[config.mk]
export PLATFORM = sky130hd
export DESIGN_NAME = csr_unit_top
export DESIGN_NICKNAME = d
export VERILOG_FILES = /design/src/csr_pkg.sv /design/src/csr_access_if.sv /design/src/csr.sv /design/src/perf_counter.sv /design/src/csr_decoder.sv /design/src/cs_registers.sv /design/src/csr_writeback.sv /design/src/csr_unit_top.sv
export VERILOG_INCLUDE_DIRS = /design/src /design/src/src
export SDC_FILE = /design/constraint.sdc
export NUM_CORES = 1
export LEC_CHECK = 0
export BUFFER_PORTS_ARGS = -buffer_cell sky130_fd_sc_hd__buf_2
export CORE_MARGIN = 3
export CORE_UTILIZATION = 30
export DETAILED_ROUTE_END_ITERATION = 8
export PLACE_DENSITY = 0.56
export SLEW_MARGIN = 0
export SYNTH_ARGS = -nofsm -noshare
export SYNTH_HDL_FRONTEND = slang
export SYNTH_SLANG_ARGS = --single-unit
export TNS_END_PERCENT = 100
[constraint.sdc]
create_clock -name clk_i -period 2.8 [get_ports clk_i]
set_clock_uncertainty 0.05 [all_clocks]
set_input_delay 0.56 -clock clk_i [delete_from_list [all_inputs] [get_ports clk_i]]
set_output_delay 0.56 -clock clk_i [all_outputs]
set_load 0.01 [all_outputs]
[src/csr_consts.svh]
// Machine-mode CSR addresses, field bit positions and fixed ID values.
// RV32 only; hpm counters 3 to 31 and mcounteren have no address here.
`ifndef CSR_CONSTS_SVH
`define CSR_CONSTS_SVH

`define CSR_MSTATUS       12'h300
`define CSR_MISA          12'h301
`define CSR_MIE           12'h304
`define CSR_MTVEC         12'h305
`define CSR_MSTATUSH      12'h310
`define CSR_MCOUNTINHIBIT 12'h320
`define CSR_MSCRATCH      12'h340
`define CSR_MEPC          12'h341
`define CSR_MCAUSE        12'h342
`define CSR_MIP           12'h344
`define CSR_MCYCLE        12'hB00
`define CSR_MINSTRET      12'hB02
`define CSR_MCYCLEH       12'hB80
`define CSR_MINSTRETH     12'hB82
`define CSR_MVENDORID     12'hF11
`define CSR_MARCHID       12'hF12
`define CSR_MIMPID        12'hF13
`define CSR_MHARTID       12'hF14

// Field positions inside mstatus and mcause
`define CSR_MSTATUS_MIE_BIT  3
`define CSR_MSTATUS_MPIE_BIT 7
`define CSR_MSTATUS_MPP_HIGH 12
`define CSR_MSTATUS_MPP_LOW  11
`define CSR_MSTATUS_MPRV_BIT 17
`define CSR_MCAUSE_IRQ_BIT   31
`define CSR_MCAUSE_CODE_HIGH 4
`define CSR_MCAUSE_CODE_LOW  0

// RV32I with MXL = 1
`define CSR_MISA_VALUE   32'h4000_0100
`define CSR_MIMPID_VALUE 32'd1

`endif

[src/csr_pkg.sv]
// Types shared by the CSR unit. Widths are fixed by the RV32 ISA.
package csr_pkg;

    // Address and data of one CSR access
    typedef logic [11:0] csr_addr_t;
    typedef logic [31:0] csr_data_t;

    // Privilege levels, encoding as in the privileged spec
    typedef enum logic [1:0]
    {
        PRIV_LVL_U = 2'b00,
        PRIV_LVL_S = 2'b01,
        PRIV_LVL_M = 2'b11
    } priv_lvl_e;

    // Read-modify-write flavour of CSRRW/S/C and the immediate forms
    typedef enum logic [1:0]
    {
        CSR_OP_WRITE,
        CSR_OP_SET,
        CSR_OP_CLEAR
    } csr_op_e;

    // Only the mstatus fields that M-mode needs
    typedef struct packed
    {
        logic      mie;
        logic      mpie;
        priv_lvl_e mpp;
        logic      mprv;
    } mstatus_t;

    typedef logic [31:0] mtvec_t;

    typedef struct packed
    {
        logic       irq;
        logic [4:0] trap_code;
    } mcause_t;

endpackage

[src/csr_access_if.sv]
// Joins decode, register file and writeback for one CSR access.
// Read and write of one cycle share the same address.
interface csr_access_if
    import csr_pkg::*;
();

    // Driven by the decoder
    logic      valid;
    csr_addr_t addr;
    csr_op_e   op;
    csr_data_t operand;
    logic      wr_intent;
    logic      ro_viol;

    // Driven by the register file
    csr_data_t rdata;
    logic      hit;

    // Driven by writeback
    logic      we;
    csr_data_t wdata;

    modport decode (output valid, addr, op, operand, wr_intent, ro_viol);
    modport regs   (input addr, we, wdata, output rdata, hit);
    modport wb     (input valid, op, operand, wr_intent, ro_viol, rdata, hit,
                    output we, wdata);

endinterface

[src/csr.sv]
// One CSR field; the reset value is set per instance
module csr
#(
    parameter int unsigned          Width      = 32,
    parameter logic [Width-1:0]     ResetValue = '0
)
(
    input  logic             clk_i,
    input  logic             rstn_i,
    input  logic             wr_en_i,
    input  logic [Width-1:0] wr_data_i,
    output logic [Width-1:0] rd_data_o
);

    always_ff @(posedge clk_i or negedge rstn_i)
    begin
        if (!rstn_i)
            rd_data_o <= ResetValue;
        else if (wr_en_i)
            rd_data_o <= wr_data_i;
    end

    a_wr_data_known: assert property (@(posedge clk_i) disable iff (!rstn_i)
        wr_en_i |-> !$isunknown(wr_data_i));

endmodule

[src/perf_counter.sv]
// 64-bit event counter. A CSR write wins over the increment of that cycle.
module perf_counter
    import csr_pkg::*;
(
    input  logic        clk_i,
    input  logic        rstn_i,
    input  logic        inc_en_i,
    input  logic        we_i,
    input  logic        weh_i,
    input  csr_data_t   w_value_i,
    output logic [63:0] value_o
);

    always_ff @(posedge clk_i or negedge rstn_i)
    begin
        if (!rstn_i)
            value_o <= '0;
        else if (we_i)
            value_o[31:0] <= w_value_i;
        else if (weh_i)
            value_o[63:32] <= w_value_i;
        else if (inc_en_i)
            value_o <= value_o + 64'd1;
    end

    // Low and high halves live at different addresses
    a_single_half_write: assert property (@(posedge clk_i) disable iff (!rstn_i)
        !(we_i && weh_i));

endmodule

[src/csr_decoder.sv]
// Decodes one CSR instruction from its fields. funct3 values with
// bits 1:0 zero are not CSR instructions and are ignored.
module csr_decoder
    import csr_pkg::*;
(
    input  logic            instr_valid_i,
    input  logic [2:0]      funct3_i,
    input  csr_addr_t       csr_addr_i,
    input  csr_data_t       rs1_data_i,
    input  logic            rs1_zero_i,
    csr_access_if.decode    acc
);

    csr_op_e op;

    always_comb
    begin
        case (funct3_i[1:0])
            2'b10:   op = CSR_OP_SET;
            2'b11:   op = CSR_OP_CLEAR;
            default: op = CSR_OP_WRITE;
        endcase
    end

    assign acc.valid = instr_valid_i && (funct3_i[1:0] != 2'b00);
    assign acc.addr  = csr_addr_i;
    assign acc.op    = op;

    // Immediate forms carry a 5-bit zimm in the rs1 field
    assign acc.operand = funct3_i[2] ? {27'd0, rs1_data_i[4:0]} : rs1_data_i;

    // Set or clear with a zero operand is a pure read
    assign acc.wr_intent = (op == CSR_OP_WRITE) || !rs1_zero_i;

    // Addresses 0xC00 and up are read-only
    assign acc.ro_viol = (csr_addr_i[11:10] == 2'b11) && acc.wr_intent;

endmodule

[src/cs_registers.sv]
// Machine-mode CSR storage, read mux and write decode, plus trap and MRET.
// No interrupt logic; mip is plain storage and mepc is kept word aligned.
`include "csr_consts.svh"

module cs_registers
    import csr_pkg::*;
(
    input  logic        clk_i,
    input  logic        rstn_i,
    csr_access_if.regs  acc,
    input  logic        trap_i,
    input  mcause_t     mcause_i,
    input  csr_data_t   exc_pc_i,
    input  logic        mret_i,
    input  logic        instr_ret_i,
    output csr_data_t   mepc_o,
    output mtvec_t      mtvec_o,
    output priv_lvl_e   priv_lvl_o
);

    localparam mstatus_t MstatusReset = '{mie: 1'b0, mpie: 1'b1, mpp: PRIV_LVL_U, mprv: 1'b0};

    priv_lvl_e priv_d, priv_q;
    mstatus_t  mstatus_d, mstatus_q;
    mcause_t   mcause_d, mcause_q;
    mtvec_t    mtvec_q;
    csr_data_t mepc_d, mepc_q, mcountinhibit_d, mcountinhibit_q;
    csr_data_t mie_q, mip_q, mscratch_q;
    logic      mstatus_wen, mcause_wen, mepc_wen, mtvec_wen;
    logic      mie_wen, mip_wen, mscratch_wen, mcountinhibit_wen;
    logic      mcycle_we, mcycleh_we, minstret_we, minstreth_we;
    logic [63:0] mcycle_q, minstret_q;

    csr #(.Width($bits(mstatus_t)), .ResetValue(MstatusReset)) u_mstatus (
        .clk_i, .rstn_i,
        .wr_en_i(mstatus_wen), .wr_data_i(mstatus_d), .rd_data_o(mstatus_q)
    );
    csr #(.Width(32), .ResetValue('0)) u_mtvec (
        .clk_i, .rstn_i,
        .wr_en_i(mtvec_wen), .wr_data_i(acc.wdata), .rd_data_o(mtvec_q)
    );
    csr #(.Width(32), .ResetValue('0)) u_mie (
        .clk_i, .rstn_i,
        .wr_en_i(mie_wen), .wr_data_i(acc.wdata), .rd_data_o(mie_q)
    );
    csr #(.Width(32), .ResetValue('0)) u_mip (
        .clk_i, .rstn_i,
        .wr_en_i(mip_wen), .wr_data_i(acc.wdata), .rd_data_o(mip_q)
    );
    csr #(.Width(32), .ResetValue('0)) u_mcountinhibit (
        .clk_i, .rstn_i,
        .wr_en_i(mcountinhibit_wen), .wr_data_i(mcountinhibit_d), .rd_data_o(mcountinhibit_q)
    );
    csr #(.Width(32), .ResetValue('0)) u_mscratch (
        .clk_i, .rstn_i,
        .wr_en_i(mscratch_wen), .wr_data_i(acc.wdata), .rd_data_o(mscratch_q)
    );
    csr #(.Width(32), .ResetValue('0)) u_mepc (
        .clk_i, .rstn_i,
        .wr_en_i(mepc_wen), .wr_data_i(mepc_d), .rd_data_o(mepc_q)
    );
    csr #(.Width($bits(mcause_t)), .ResetValue('0)) u_mcause (
        .clk_i, .rstn_i,
        .wr_en_i(mcause_wen), .wr_data_i(mcause_d), .rd_data_o(mcause_q)
    );

    perf_counter u_mcycle (
        .clk_i, .rstn_i, .inc_en_i(!mcountinhibit_q[0]),
        .we_i(mcycle_we), .weh_i(mcycleh_we), .w_value_i(acc.wdata), .value_o(mcycle_q)
    );
    perf_counter u_minstret (
        .clk_i, .rstn_i, .inc_en_i(instr_ret_i && !mcountinhibit_q[2]),
        .we_i(minstret_we), .weh_i(minstreth_we), .w_value_i(acc.wdata), .value_o(minstret_q)
    );

    // Read mux; ID registers are constants
    always_comb
    begin
        acc.rdata = '0;
        acc.hit   = 1'b1;
        case (acc.addr)
            `CSR_MSTATUS:
            begin
                acc.rdata[`CSR_MSTATUS_MIE_BIT]  = mstatus_q.mie;
                acc.rdata[`CSR_MSTATUS_MPIE_BIT] = mstatus_q.mpie;
                acc.rdata[`CSR_MSTATUS_MPP_HIGH:`CSR_MSTATUS_MPP_LOW] = mstatus_q.mpp;
                acc.rdata[`CSR_MSTATUS_MPRV_BIT] = mstatus_q.mprv;
            end
            `CSR_MCAUSE:
            begin
                acc.rdata[`CSR_MCAUSE_IRQ_BIT] = mcause_q.irq;
                acc.rdata[`CSR_MCAUSE_CODE_HIGH:`CSR_MCAUSE_CODE_LOW] = mcause_q.trap_code;
            end
            `CSR_MSTATUSH, `CSR_MVENDORID, `CSR_MARCHID, `CSR_MHARTID: acc.rdata = '0;
            `CSR_MISA:          acc.rdata = `CSR_MISA_VALUE;
            `CSR_MIMPID:        acc.rdata = `CSR_MIMPID_VALUE;
            `CSR_MTVEC:         acc.rdata = mtvec_q;
            `CSR_MIE:           acc.rdata = mie_q;
            `CSR_MIP:           acc.rdata = mip_q;
            `CSR_MCOUNTINHIBIT: acc.rdata = mcountinhibit_q;
            `CSR_MSCRATCH:      acc.rdata = mscratch_q;
            `CSR_MEPC:          acc.rdata = mepc_q;
            `CSR_MCYCLE:        acc.rdata = mcycle_q[31:0];
            `CSR_MCYCLEH:       acc.rdata = mcycle_q[63:32];
            `CSR_MINSTRET:      acc.rdata = minstret_q[31:0];
            `CSR_MINSTRETH:     acc.rdata = minstret_q[63:32];
            default:            acc.hit = 1'b0;
        endcase
    end

    // Only the implemented inhibit bits survive
    assign mcountinhibit_d = {29'd0, acc.wdata[2], 1'b0, acc.wdata[0]};

    // Write decode, then trap or MRET on top
    always_comb
    begin
        priv_d            = priv_q;
        mstatus_wen       = 1'b0;
        mstatus_d         = mstatus_q;
        mcause_wen        = 1'b0;
        mcause_d          = '{irq: acc.wdata[`CSR_MCAUSE_IRQ_BIT],
                              trap_code: acc.wdata[`CSR_MCAUSE_CODE_HIGH:`CSR_MCAUSE_CODE_LOW]};
        mepc_wen          = 1'b0;
        mepc_d            = {acc.wdata[31:2], 2'b00};
        mtvec_wen         = 1'b0;
        mie_wen           = 1'b0;
        mip_wen           = 1'b0;
        mscratch_wen      = 1'b0;
        mcountinhibit_wen = 1'b0;
        mcycle_we         = 1'b0;
        mcycleh_we        = 1'b0;
        minstret_we       = 1'b0;
        minstreth_we      = 1'b0;

        if (acc.we)
        begin
            case (acc.addr)
                `CSR_MSTATUS:
                begin
                    mstatus_wen = 1'b1;
                    mstatus_d   = '{
                        mie:  acc.wdata[`CSR_MSTATUS_MIE_BIT],
                        mpie: acc.wdata[`CSR_MSTATUS_MPIE_BIT],
                        mpp:  priv_lvl_e'(acc.wdata[`CSR_MSTATUS_MPP_HIGH:`CSR_MSTATUS_MPP_LOW]),
                        mprv: acc.wdata[`CSR_MSTATUS_MPRV_BIT]
                    };
                end
                `CSR_MCAUSE:        mcause_wen = 1'b1;
                `CSR_MEPC:          mepc_wen = 1'b1;
                `CSR_MTVEC:         mtvec_wen = 1'b1;
                `CSR_MIE:           mie_wen = 1'b1;
                `CSR_MIP:           mip_wen = 1'b1;
                `CSR_MSCRATCH:      mscratch_wen = 1'b1;
                `CSR_MCOUNTINHIBIT: mcountinhibit_wen = 1'b1;
                `CSR_MCYCLE:        mcycle_we = 1'b1;
                `CSR_MCYCLEH:       mcycleh_we = 1'b1;
                `CSR_MINSTRET:      minstret_we = 1'b1;
                `CSR_MINSTRETH:     minstreth_we = 1'b1;
                default: ;
            endcase
        end

        if (trap_i)
        begin
            // Every trap enters M-mode with interrupts off
            priv_d         = PRIV_LVL_M;
            mstatus_wen    = 1'b1;
            mstatus_d.mpp  = priv_q;
            mstatus_d.mpie = mstatus_q.mie;
            mstatus_d.mie  = 1'b0;
            mcause_wen     = 1'b1;
            mcause_d       = mcause_i;
            mepc_wen       = 1'b1;
            mepc_d         = {exc_pc_i[31:2], 2'b00};
        end
        else if (mret_i)
        begin
            priv_d         = mstatus_q.mpp;
            mstatus_wen    = 1'b1;
            mstatus_d.mie  = mstatus_q.mpie;
            mstatus_d.mpie = 1'b1;
            mstatus_d.mpp  = PRIV_LVL_U;
            // Leaving M-mode drops MPRV
            if (mstatus_q.mpp != PRIV_LVL_M)
                mstatus_d.mprv = 1'b0;
        end
    end

    always_ff @(posedge clk_i or negedge rstn_i)
    begin
        if (!rstn_i)
            priv_q <= PRIV_LVL_M;
        else
            priv_q <= priv_d;
    end

    assign mepc_o     = mepc_q;
    assign mtvec_o    = mtvec_q;
    assign priv_lvl_o = priv_q;

    a_trap_mret_excl: assert property (@(posedge clk_i) disable iff (!rstn_i)
        !(trap_i && mret_i));

endmodule

[src/csr_writeback.sv]
// New-value computation and the registered rd result.
// An illegal access returns zero and leaves all CSRs untouched.
module csr_writeback
    import csr_pkg::*;
(
    input  logic        clk_i,
    input  logic        rstn_i,
    csr_access_if.wb    acc,
    output csr_data_t   rd_data_o,
    output logic        rd_valid_o,
    output logic        illegal_o
);

    logic illegal_d;

    always_comb
    begin
        case (acc.op)
            CSR_OP_SET:   acc.wdata = acc.rdata | acc.operand;
            CSR_OP_CLEAR: acc.wdata = acc.rdata & ~acc.operand;
            default:      acc.wdata = acc.operand;
        endcase
    end

    assign acc.we    = acc.valid && acc.wr_intent && acc.hit && !acc.ro_viol;
    assign illegal_d = acc.valid && (!acc.hit || acc.ro_viol);

    always_ff @(posedge clk_i or negedge rstn_i)
    begin
        if (!rstn_i)
        begin
            rd_valid_o <= 1'b0;
            illegal_o  <= 1'b0;
        end
        else
        begin
            rd_valid_o <= acc.valid;
            illegal_o  <= illegal_d;
        end
    end

    // Old value of the CSR, sampled before the write lands
    always_ff @(posedge clk_i)
    begin
        if (acc.valid)
            rd_data_o <= illegal_d ? '0 : acc.rdata;
    end

    // A pure read of a read-only CSR is legal
    a_ro_viol_needs_write: assert property (@(posedge clk_i) disable iff (!rstn_i)
        acc.ro_viol |-> acc.wr_intent);

endmodule

[src/csr_unit_top.sv]
// CSR unit top. One instruction per strobe, no back-pressure; rd, rd_valid
// and illegal follow one cycle after instr_valid_i.
module csr_unit_top
    import csr_pkg::*;
(
    input  logic        clk_i,
    input  logic        rstn_i,

    // CSR instruction fields
    input  logic        instr_valid_i,
    input  logic [2:0]  funct3_i,
    input  csr_addr_t   csr_addr_i,
    input  csr_data_t   rs1_data_i,
    input  logic        rs1_zero_i,

    // Trap, return and retire events
    input  logic        trap_i,
    input  mcause_t     mcause_i,
    input  csr_data_t   exc_pc_i,
    input  logic        mret_i,
    input  logic        instr_ret_i,

    output csr_data_t   rd_data_o,
    output logic        rd_valid_o,
    output logic        illegal_o,
    output csr_data_t   mepc_o,
    output mtvec_t      mtvec_o,
    output priv_lvl_e   priv_lvl_o
);

    csr_access_if acc ();

    csr_decoder u_decoder (
        .instr_valid_i, .funct3_i, .csr_addr_i, .rs1_data_i, .rs1_zero_i,
        .acc(acc.decode)
    );

    cs_registers u_registers (
        .clk_i, .rstn_i, .acc(acc.regs),
        .trap_i, .mcause_i, .exc_pc_i, .mret_i, .instr_ret_i,
        .mepc_o, .mtvec_o, .priv_lvl_o
    );

    csr_writeback u_writeback (
        .clk_i, .rstn_i, .acc(acc.wb),
        .rd_data_o, .rd_valid_o, .illegal_o
    );

endmodule

Yosys cells after proc, flatten, opt, wreduce, memory -nomap -nowiden. Cells that the tools add are included.

Logic and storage cells: 139. Bits in registers: 337. Output and inout bits: 100. Bits of input ports: 92.

Reduce and logical (&&, ||, !) cells: 26. $add $sub $neg: 2. Equal/unequal tests: 28. Bitwise gates (word level): 5. Mux-type cells: 61.

Operators with widths (count): $mux W32 (8); $pmux W13 S10 (1); $add A64 B1 Y64 const B (2); $mux W64 (2); $eq A12 B10 Y1 const B (10); $eq A12 B12 Y1 const B (8); $pmux W32 S2 (1); $pmux W1 S10 (4); $pmux W3 S12 (1); $pmux W4 S9 (1); $and A32 B32 Y32 (1); $not A32 Y32 (1); $or A32 B32 Y32 (1); $mux W1 (31); $pmux W3 S10 (1); $pmux W2 S10 (1); $pmux W2 S9 (1); $reduce_or A18 Y1 (1); $mux W5 (3); $pmux W1 S11 (1); $eq A2 B2 Y1 const B (4); $ne A2 B1 Y1 const B (4); $reduce_and A2 Y1 (4); $reduce_bool A2 Y1 (4); 13 further kinds (26).

Depth between registers and ports, before layout.
Depth in word-level cells: 11. Gate-level depth with buffers: 12. Depth with buffers taken out: 7.

Hierarchy. A second synthesis with hierarchy kept.

Cells, all modules: 2256. Area total of the unflattened synthesis: 23628.9 um^2.

By module, submodules not included: csr (u_registers.u_mcountinhibit ...) (instances 6, sequential area each 800.8 um^2, cells an instance 68, area each 1345.0 um^2); perf_counter (u_registers.u_minstret) (instances 1, sequential area each 1601.5 um^2, cells an instance 561, area each 4610.7 um^2); perf_counter (u_registers.u_mcycle) (instances 1, sequential area each 1601.5 um^2, cells an instance 523, area each 4351.7 um^2); cs_registers (instances 1, sequential area each 52.6 um^2, cells an instance 504, area each 3604.7 um^2); csr_writeback (instances 1, sequential area each 1011.0 um^2, cells an instance 186, area each 2190.9 um^2); csr_decoder (instances 1, sequential area each 0.0 um^2, cells an instance 51, area each 366.6 um^2); csr (u_registers.u_mcause) (instances 1, sequential area each 150.1 um^2, cells an instance 13, area each 251.5 um^2); csr (u_registers.u_mstatus) (instances 1, sequential area each 126.4 um^2, cells an instance 10, area each 182.7 um^2).

Least setup slack after synthesis. OpenSTA, ideal clock, no wires.

Path kind: input -> register. Start point: input funct3_i[1]. End point: register u_registers.u_mcycle.value_o[15]. Cell stages on the path: 8. Setup slack: -400 ps. Required time: 2605 ps. Library setup time: 145 ps. Data arrival time: 3006 ps. Buffers on the path: 4. Path through: o21a_1 -> nand3_1 -> buf_1 -> buf_1 -> nor3_1 -> clkbuf_1 -> buf_2 -> a21oi_1.

Cells in the longest elaborated chain, start to end: 10. Elaborated cells on any way between the ends: 21. Classes of those cells: eq/ne (6); mux (5); reduce/logical (10).

RTL lines: start: declaration (line csr_unit_top.sv:11) `input logic [2:0] funct3_i,`; $eq A2 B2 Y1 (line csr_decoder.sv:18) `case (funct3_i[1:0])`; $pmux W2 S2 (line csr_decoder.sv:18); $logic_not A2 Y1 (line csr_decoder.sv:33) `assign acc.wr_intent = (op == CSR_OP_WRITE) || !rs1_zero_i;`; $logic_or A1 B1 Y1 (line csr_decoder.sv:33); $logic_and A1 B1 Y1, on equally long branches (line csr_writeback.sv:25, csr_decoder.sv:36); $logic_and A1 B1 Y1 or $logic_not A1 Y1 (tied branches) (line csr_writeback.sv:25) `assign acc.we = acc.valid && acc.wr_intent && acc.hit && !acc.ro_viol;`; $logic_and A1 B1 Y1 (line csr_writeback.sv:25); $mux W1 (line cs_registers.sv:135) `if (acc.we)`; $ne A2 B1 Y1 (no source line); $reduce_and A2 Y1 (no source line); end signal: assignment (line perf_counter.sv:19) `value_o[31:0] <= w_value_i;`; end signal: assignment (line perf_counter.sv:23) `value_o <= value_o + 64'd1;`; end: declaration (line perf_counter.sv:11) `output logic [63:0] value_o`.

Several ways; a longest one is shown, not always the timed one. A chain may end at the register's enable or synchronous reset.

Worst setup path in the final report.
Start point: input csr_addr_i[6]. End point: register u_registers.u_mcycle.value_o[44].

Cells in the longest elaborated chain, start to end: 8. Elaborated cells on any way between the ends: 34. Classes of those cells: eq/ne (19); mux (8); bitwise (3); reduce/logical (4).

RTL lines: start: declaration (line csr_unit_top.sv:12) `input csr_addr_t csr_addr_i,`; $eq A12 B10 Y1 (tied with other cells) (line cs_registers.sv:81) `case (acc.addr)`; $reduce_or A18 Y1 (no source line); $mux W1 (line cs_registers.sv:81); $logic_and A1 B1 Y1 (2 in series) (line csr_writeback.sv:25); $mux W1 (line cs_registers.sv:135); $ne A2 B1 Y1 (no source line) or $not A1 Y1 (tied branches); $reduce_and A2 Y1 (no source line); end signal: assignment (line perf_counter.sv:21) `value_o[63:32] <= w_value_i;`; end signal: assignment (line perf_counter.sv:23).

Several ways; a longest one is shown, not always the timed one.

==> flow_results.org <==
** Global routing
- Number of antenna violations at the first check in global routing :: 3
- Global routing usage summed across all routing layers :: 27.6%
- Via count of the first global-routing pass :: 19,984
- Residual overflow from global routing :: 0
- Largest net degree at the start of global routing :: 81
- First-pass GRT wire length :: 139,000 µm

** Synth
- Average cell area after synthesis :: 9.25 µm²
- Top cell type's share of synthesized area :: 38.3%
- Summing the areas of all and, or, nand and nor instances in the mapped netlist gives 22.5% of the synthesized area.
- Of the total synthesized cell area, the portion taken by XOR and XNOR cells is 2.41%.
- In the synthesized netlist the dominant register cell turns out to be sky130_fd_sc_hd__dfrtp_1.
- Number of warnings reported in the yosys synthesis log :: 0
- Mux cell area share after synthesis :: 3.56%
- Post-Synth Adder-Cell Area :: 0.128%
- Main combinational cell family by area after synthesis :: compound AO/OA/AOI/OAI gates
- After synthesis, the netlist uses 108 different library cells.
- The synthesized netlist devotes 23.0% of its cell area to compound gates.
- Portion of the post-synthesis area used by sequential elements :: 43.6%
- Of all cell types, the one taking the most synthesized area is sky130_fd_sc_hd__dfrtp_1.
- Share of async-settable or async-resettable flops after synthesis :: 90.4%
- Flop and latch count out of synthesis :: 335
- Synth top area cells :: sky130_fd_sc_hd__dfrtp_1 38%, sky130_fd_sc_hd__nand2_1 5.0%, sky130_fd_sc_hd__edfxtp_1 4.9%
- Cells after Synth :: 2,120
- The mapped netlist covers 0.0196 mm².
- EDFF count, synth :: 32

** Drt
- The detailed router finished its first iteration with 2,513 violations.
- The pre-antenna-repair detailed-routing pass consisted of 6 iterations.
- Antenna Nets Post-Route :: 0
- In the final routed layout, each cell accounts on average for 27.4 µm.
- Overall via count from detail_route :: 20,627
- The routed design has 95,700 µm of wire.
- Ratio of routed vias to standard cells :: 5.91
- Drt drc :: 0

** Floorplan
- For this configuration, the core starts out at a cell density of 30.4%.
- Area of the core :: 0.0646 mm²
- The floorplan step set the die height to 262 µm.
- Die area :: 0.0684 mm²
- I/O Pins :: 192
- Number of rows in the core area :: 93
- From left edge to right edge, the die measures 262 µm.

** Setup path
- The critical path is of the input port to flip-flop type.
- Arrival time worst endpoint :: 3.24 ns
- For the worst setup path, the data required time is 3.19 ns.
- The number of cells on the worst reg-to-reg path is 7.
- Startpoint type of the worst setup path :: input port
- Maximum fanout along the worst path :: 13
- Critical Path Sink Type :: flip-flop

** Timing
- Setup violations remaining at the end of the flow were counted as 12.
- Post-route worst setup slack :: -0.0505 ns
- Setup repair after global routing missed its margin :: no
- Adding up every negative setup slack in the final design gives -0.358 ns.
- The final hold violation count was 0.
- Worst slew margin relative to its limit :: 27.1%
- Pin slew with the least headroom to its limit :: 1.08 ns
- After layout, the minimum clock period comes to 2.85 ns.
- Timing would allow up to 0.351 GHz.
- Post-route clock period utilization :: 102%
- Max-slew violation total from the final report :: 0

** Clock tree
- The later pin in the worst-skew pair is clocked with a latency of 0.58 ns.
- TritonCTS built the clock tree.
- Clock tree synthesis inserted a total of 40 buffers.
- After clock tree synthesis, the clock-pin slew on the worst setup and hold paths is 0.06 ns.
- Sink Count :: 335
- The H-tree was split into 2 levels.
- The tree is rooted in a sky130_fd_sc_hd__clkbuf_16.
- In this run the deepest clock path goes through 3 buffers.
- # Post-CTS Setup Buffers :: 0

** Run status
- Result of the run :: finished with violations
- The checks that failed: setup timing.

** Finish
- Commonest non-fill, non-tap cell in the layout :: sky130_fd_sc_hd__buf_4
- Counting the fill cells in the layout gives 6,479.
- With fillers left out, the area of the finished cells amounts to 0.0261 mm².
- In the final design database the tool counted 2,701 nets.
- Share of layout cells above drive strength 1 :: 28.6%
- Compared with the post-synthesis result, the final layout area differs by 33.0%.
- The top cell types in the final layout, fill and taps aside, are 365 x sky130_fd_sc_hd__buf_4, 300 x sky130_fd_sc_hd__dfrtp_1, 255 x sky130_fd_sc_hd__nand2_1.

** Hold path
- Worst hold path cell count :: 3
- In this run the worst hold path is classified as input port to flip-flop.

** Power and ir drop
- Overall power :: 0.0125 W
- Dividing total power by cell area gives a power density of 479 mW/mm².
- Worst voltage drop across the vdd grid :: 0.416 mV
- Leakage power :: 11.1 nW

** Flow run
- Number of max-cap violations :: 0

** Placed design
- Detailed placer's ending HPWL :: 74,500 µm
- Placed instance area :: 0.0247 mm²
- At the end of routability-driven placement, the weighted congestion stood at 0.979.
- Setup Slack @ Placement :: -0.743 ns
- Number of port buffers :: 187
-- state kept, by name, summed over array words and instances, names as in the netlist, 2 cells and up --
name and flops:
u_registers.priv_lvl_o 2, u_writeback.rd_data_o 32, u_registers.u_mstatus.rd_data_o 5, u_registers.u_mscratch.rd_data_o 32, u_registers.u_mcountinhibit.rd_data_o 2, u_registers.u_mip.rd_data_o 32, u_registers.u_mepc.rd_data_o 30, u_registers.u_mcause.rd_data_o 6
u_registers.u_mie.rd_data_o 32, u_registers.u_minstret.value_o 64, u_registers.u_mcycle.value_o 64, u_registers.u_mtvec.rd_data_o 32
-- critical path, cell delays in order --
cell and delay [ns]:
sky130_fd_sc_hd__buf_2 0.15, sky130_fd_sc_hd__buf_4 0.16, sky130_fd_sc_hd__or4b_1 0.25, sky130_fd_sc_hd__nor3_4 0.06, sky130_fd_sc_hd__buf_12 0.15, sky130_fd_sc_hd__buf_4 0.15, sky130_fd_sc_hd__a22o_1 0.24, sky130_fd_sc_hd__nor4_1 0.88
sky130_fd_sc_hd__o32a_1 0.35, sky130_fd_sc_hd__buf_12 0.17, sky130_fd_sc_hd__o211ai_1 0.09
-- final timing paths --
check                                             startpoint                          endpoint  slack (ns)
max                                            csr_addr_i[6]  u_registers.u_mcycle.value_o[44]       -0.05
min                                             exc_pc_i[22]  u_registers.u_mepc.rd_data_o[22]        0.17
max reg2reg                u_registers.u_mtvec.rd_data_o[12]  u_registers.u_mcycle.value_o[44]        0.03
min reg2reg                   u_registers.u_mie.rd_data_o[3]    u_registers.u_mie.rd_data_o[3]        0.43
max in group asynchronous                             rstn_i  u_registers.u_mepc.rd_data_o[14]        1.43
min in group asynchronous                             rstn_i  u_registers.u_mtvec.rd_data_o[9]        0.52
-- layer usage --
metal  global-route usage [%]  wire length, µm
met2                     43.8            43300
met1                     38.5            40900
met4                     8.44             3290
met3                     4.54             8210
met5                        0               11
-- synth_stat cells (all sizes together), types with 6 or more instances --
library cell / instances
nor2b: 7
buf: 82
dfrtp: 300
xnor2: 36
o31a: 12
a221oi: 10
nor4b: 9
nand2: 260
a21oi: 90
o211ai: 42
a32oi: 12
a22o: 28
o31ai: 7
mux2: 10
a211oi: 13
nor3b: 38
nand3: 75
a22oi: 49
o21ai: 237
nor2: 92
clkbuf: 78
a41oi: 12
xor2: 18
o22ai: 13
mux2i: 58
o2111ai: 9
nor3: 67
nor4: 43
nand4: 71
and4: 22
edfxtp: 32
a31oi: 25
inv: 41
or4: 27
and2: 14
a311oi: 6
and3: 40
or3: 14
o2bb2ai: 22
o21a: 11
or4b: 6
-- cell type report --
class                      count  area, µm²  area share, %
sequential                   335       8550           32.8
inverter                      42        158          0.605
tap                          855       1070           4.10
clock buffer                  56       1130           4.34
clock inverter                16        236          0.907
multi-input combinational   1584      10200           39.2
antenna                        1       2.50        0.00960
timing repair buffer         604       4720           18.1
-- through the flow --
| step | instances | utilization (%) | hold WS, ns |
|---|---|---|---|
| after floorplan | 2121 | - | 0.214 |
| after global placement | 3419 | 38.2 | 0.411 |
| after detailed placement | 3419 | 38.2 | 0.419 |
| after CTS | 3492 | 40.3 | 0.143 |
| after global routing | 3492 | 40.4 | 0.160 |
| final | 3493 | 40.4 | 0.166 |
-- power by group --
group / internal (W) / total [W] / switching, W
clock network: 0.00330 / 0.00551 / 0.00222
registers: 0.00511 / 0.00536 / 0.000253
logic: 0.000642 / 0.00161 / 0.000972
total: 0.00905 / 0.0125 / 0.00344
-- what timing repair did --
action                     4_1_cts  5_1_grt
setup endpoints to repair       27       15
resized for setup                4        3
hold buffers                     1        0
hold endpoints to repair        48        0
-- logic make-up after synthesis --
logic type,Yosys count
adders and majority gates,2
AOI/OAI and AO/OA,654
muxes,68
other,1
buffers and inverters,202
DFF,335
and+or+nand+nor,804
xor gates and xnor gates,54
Power figures use the tool's default switching activity.
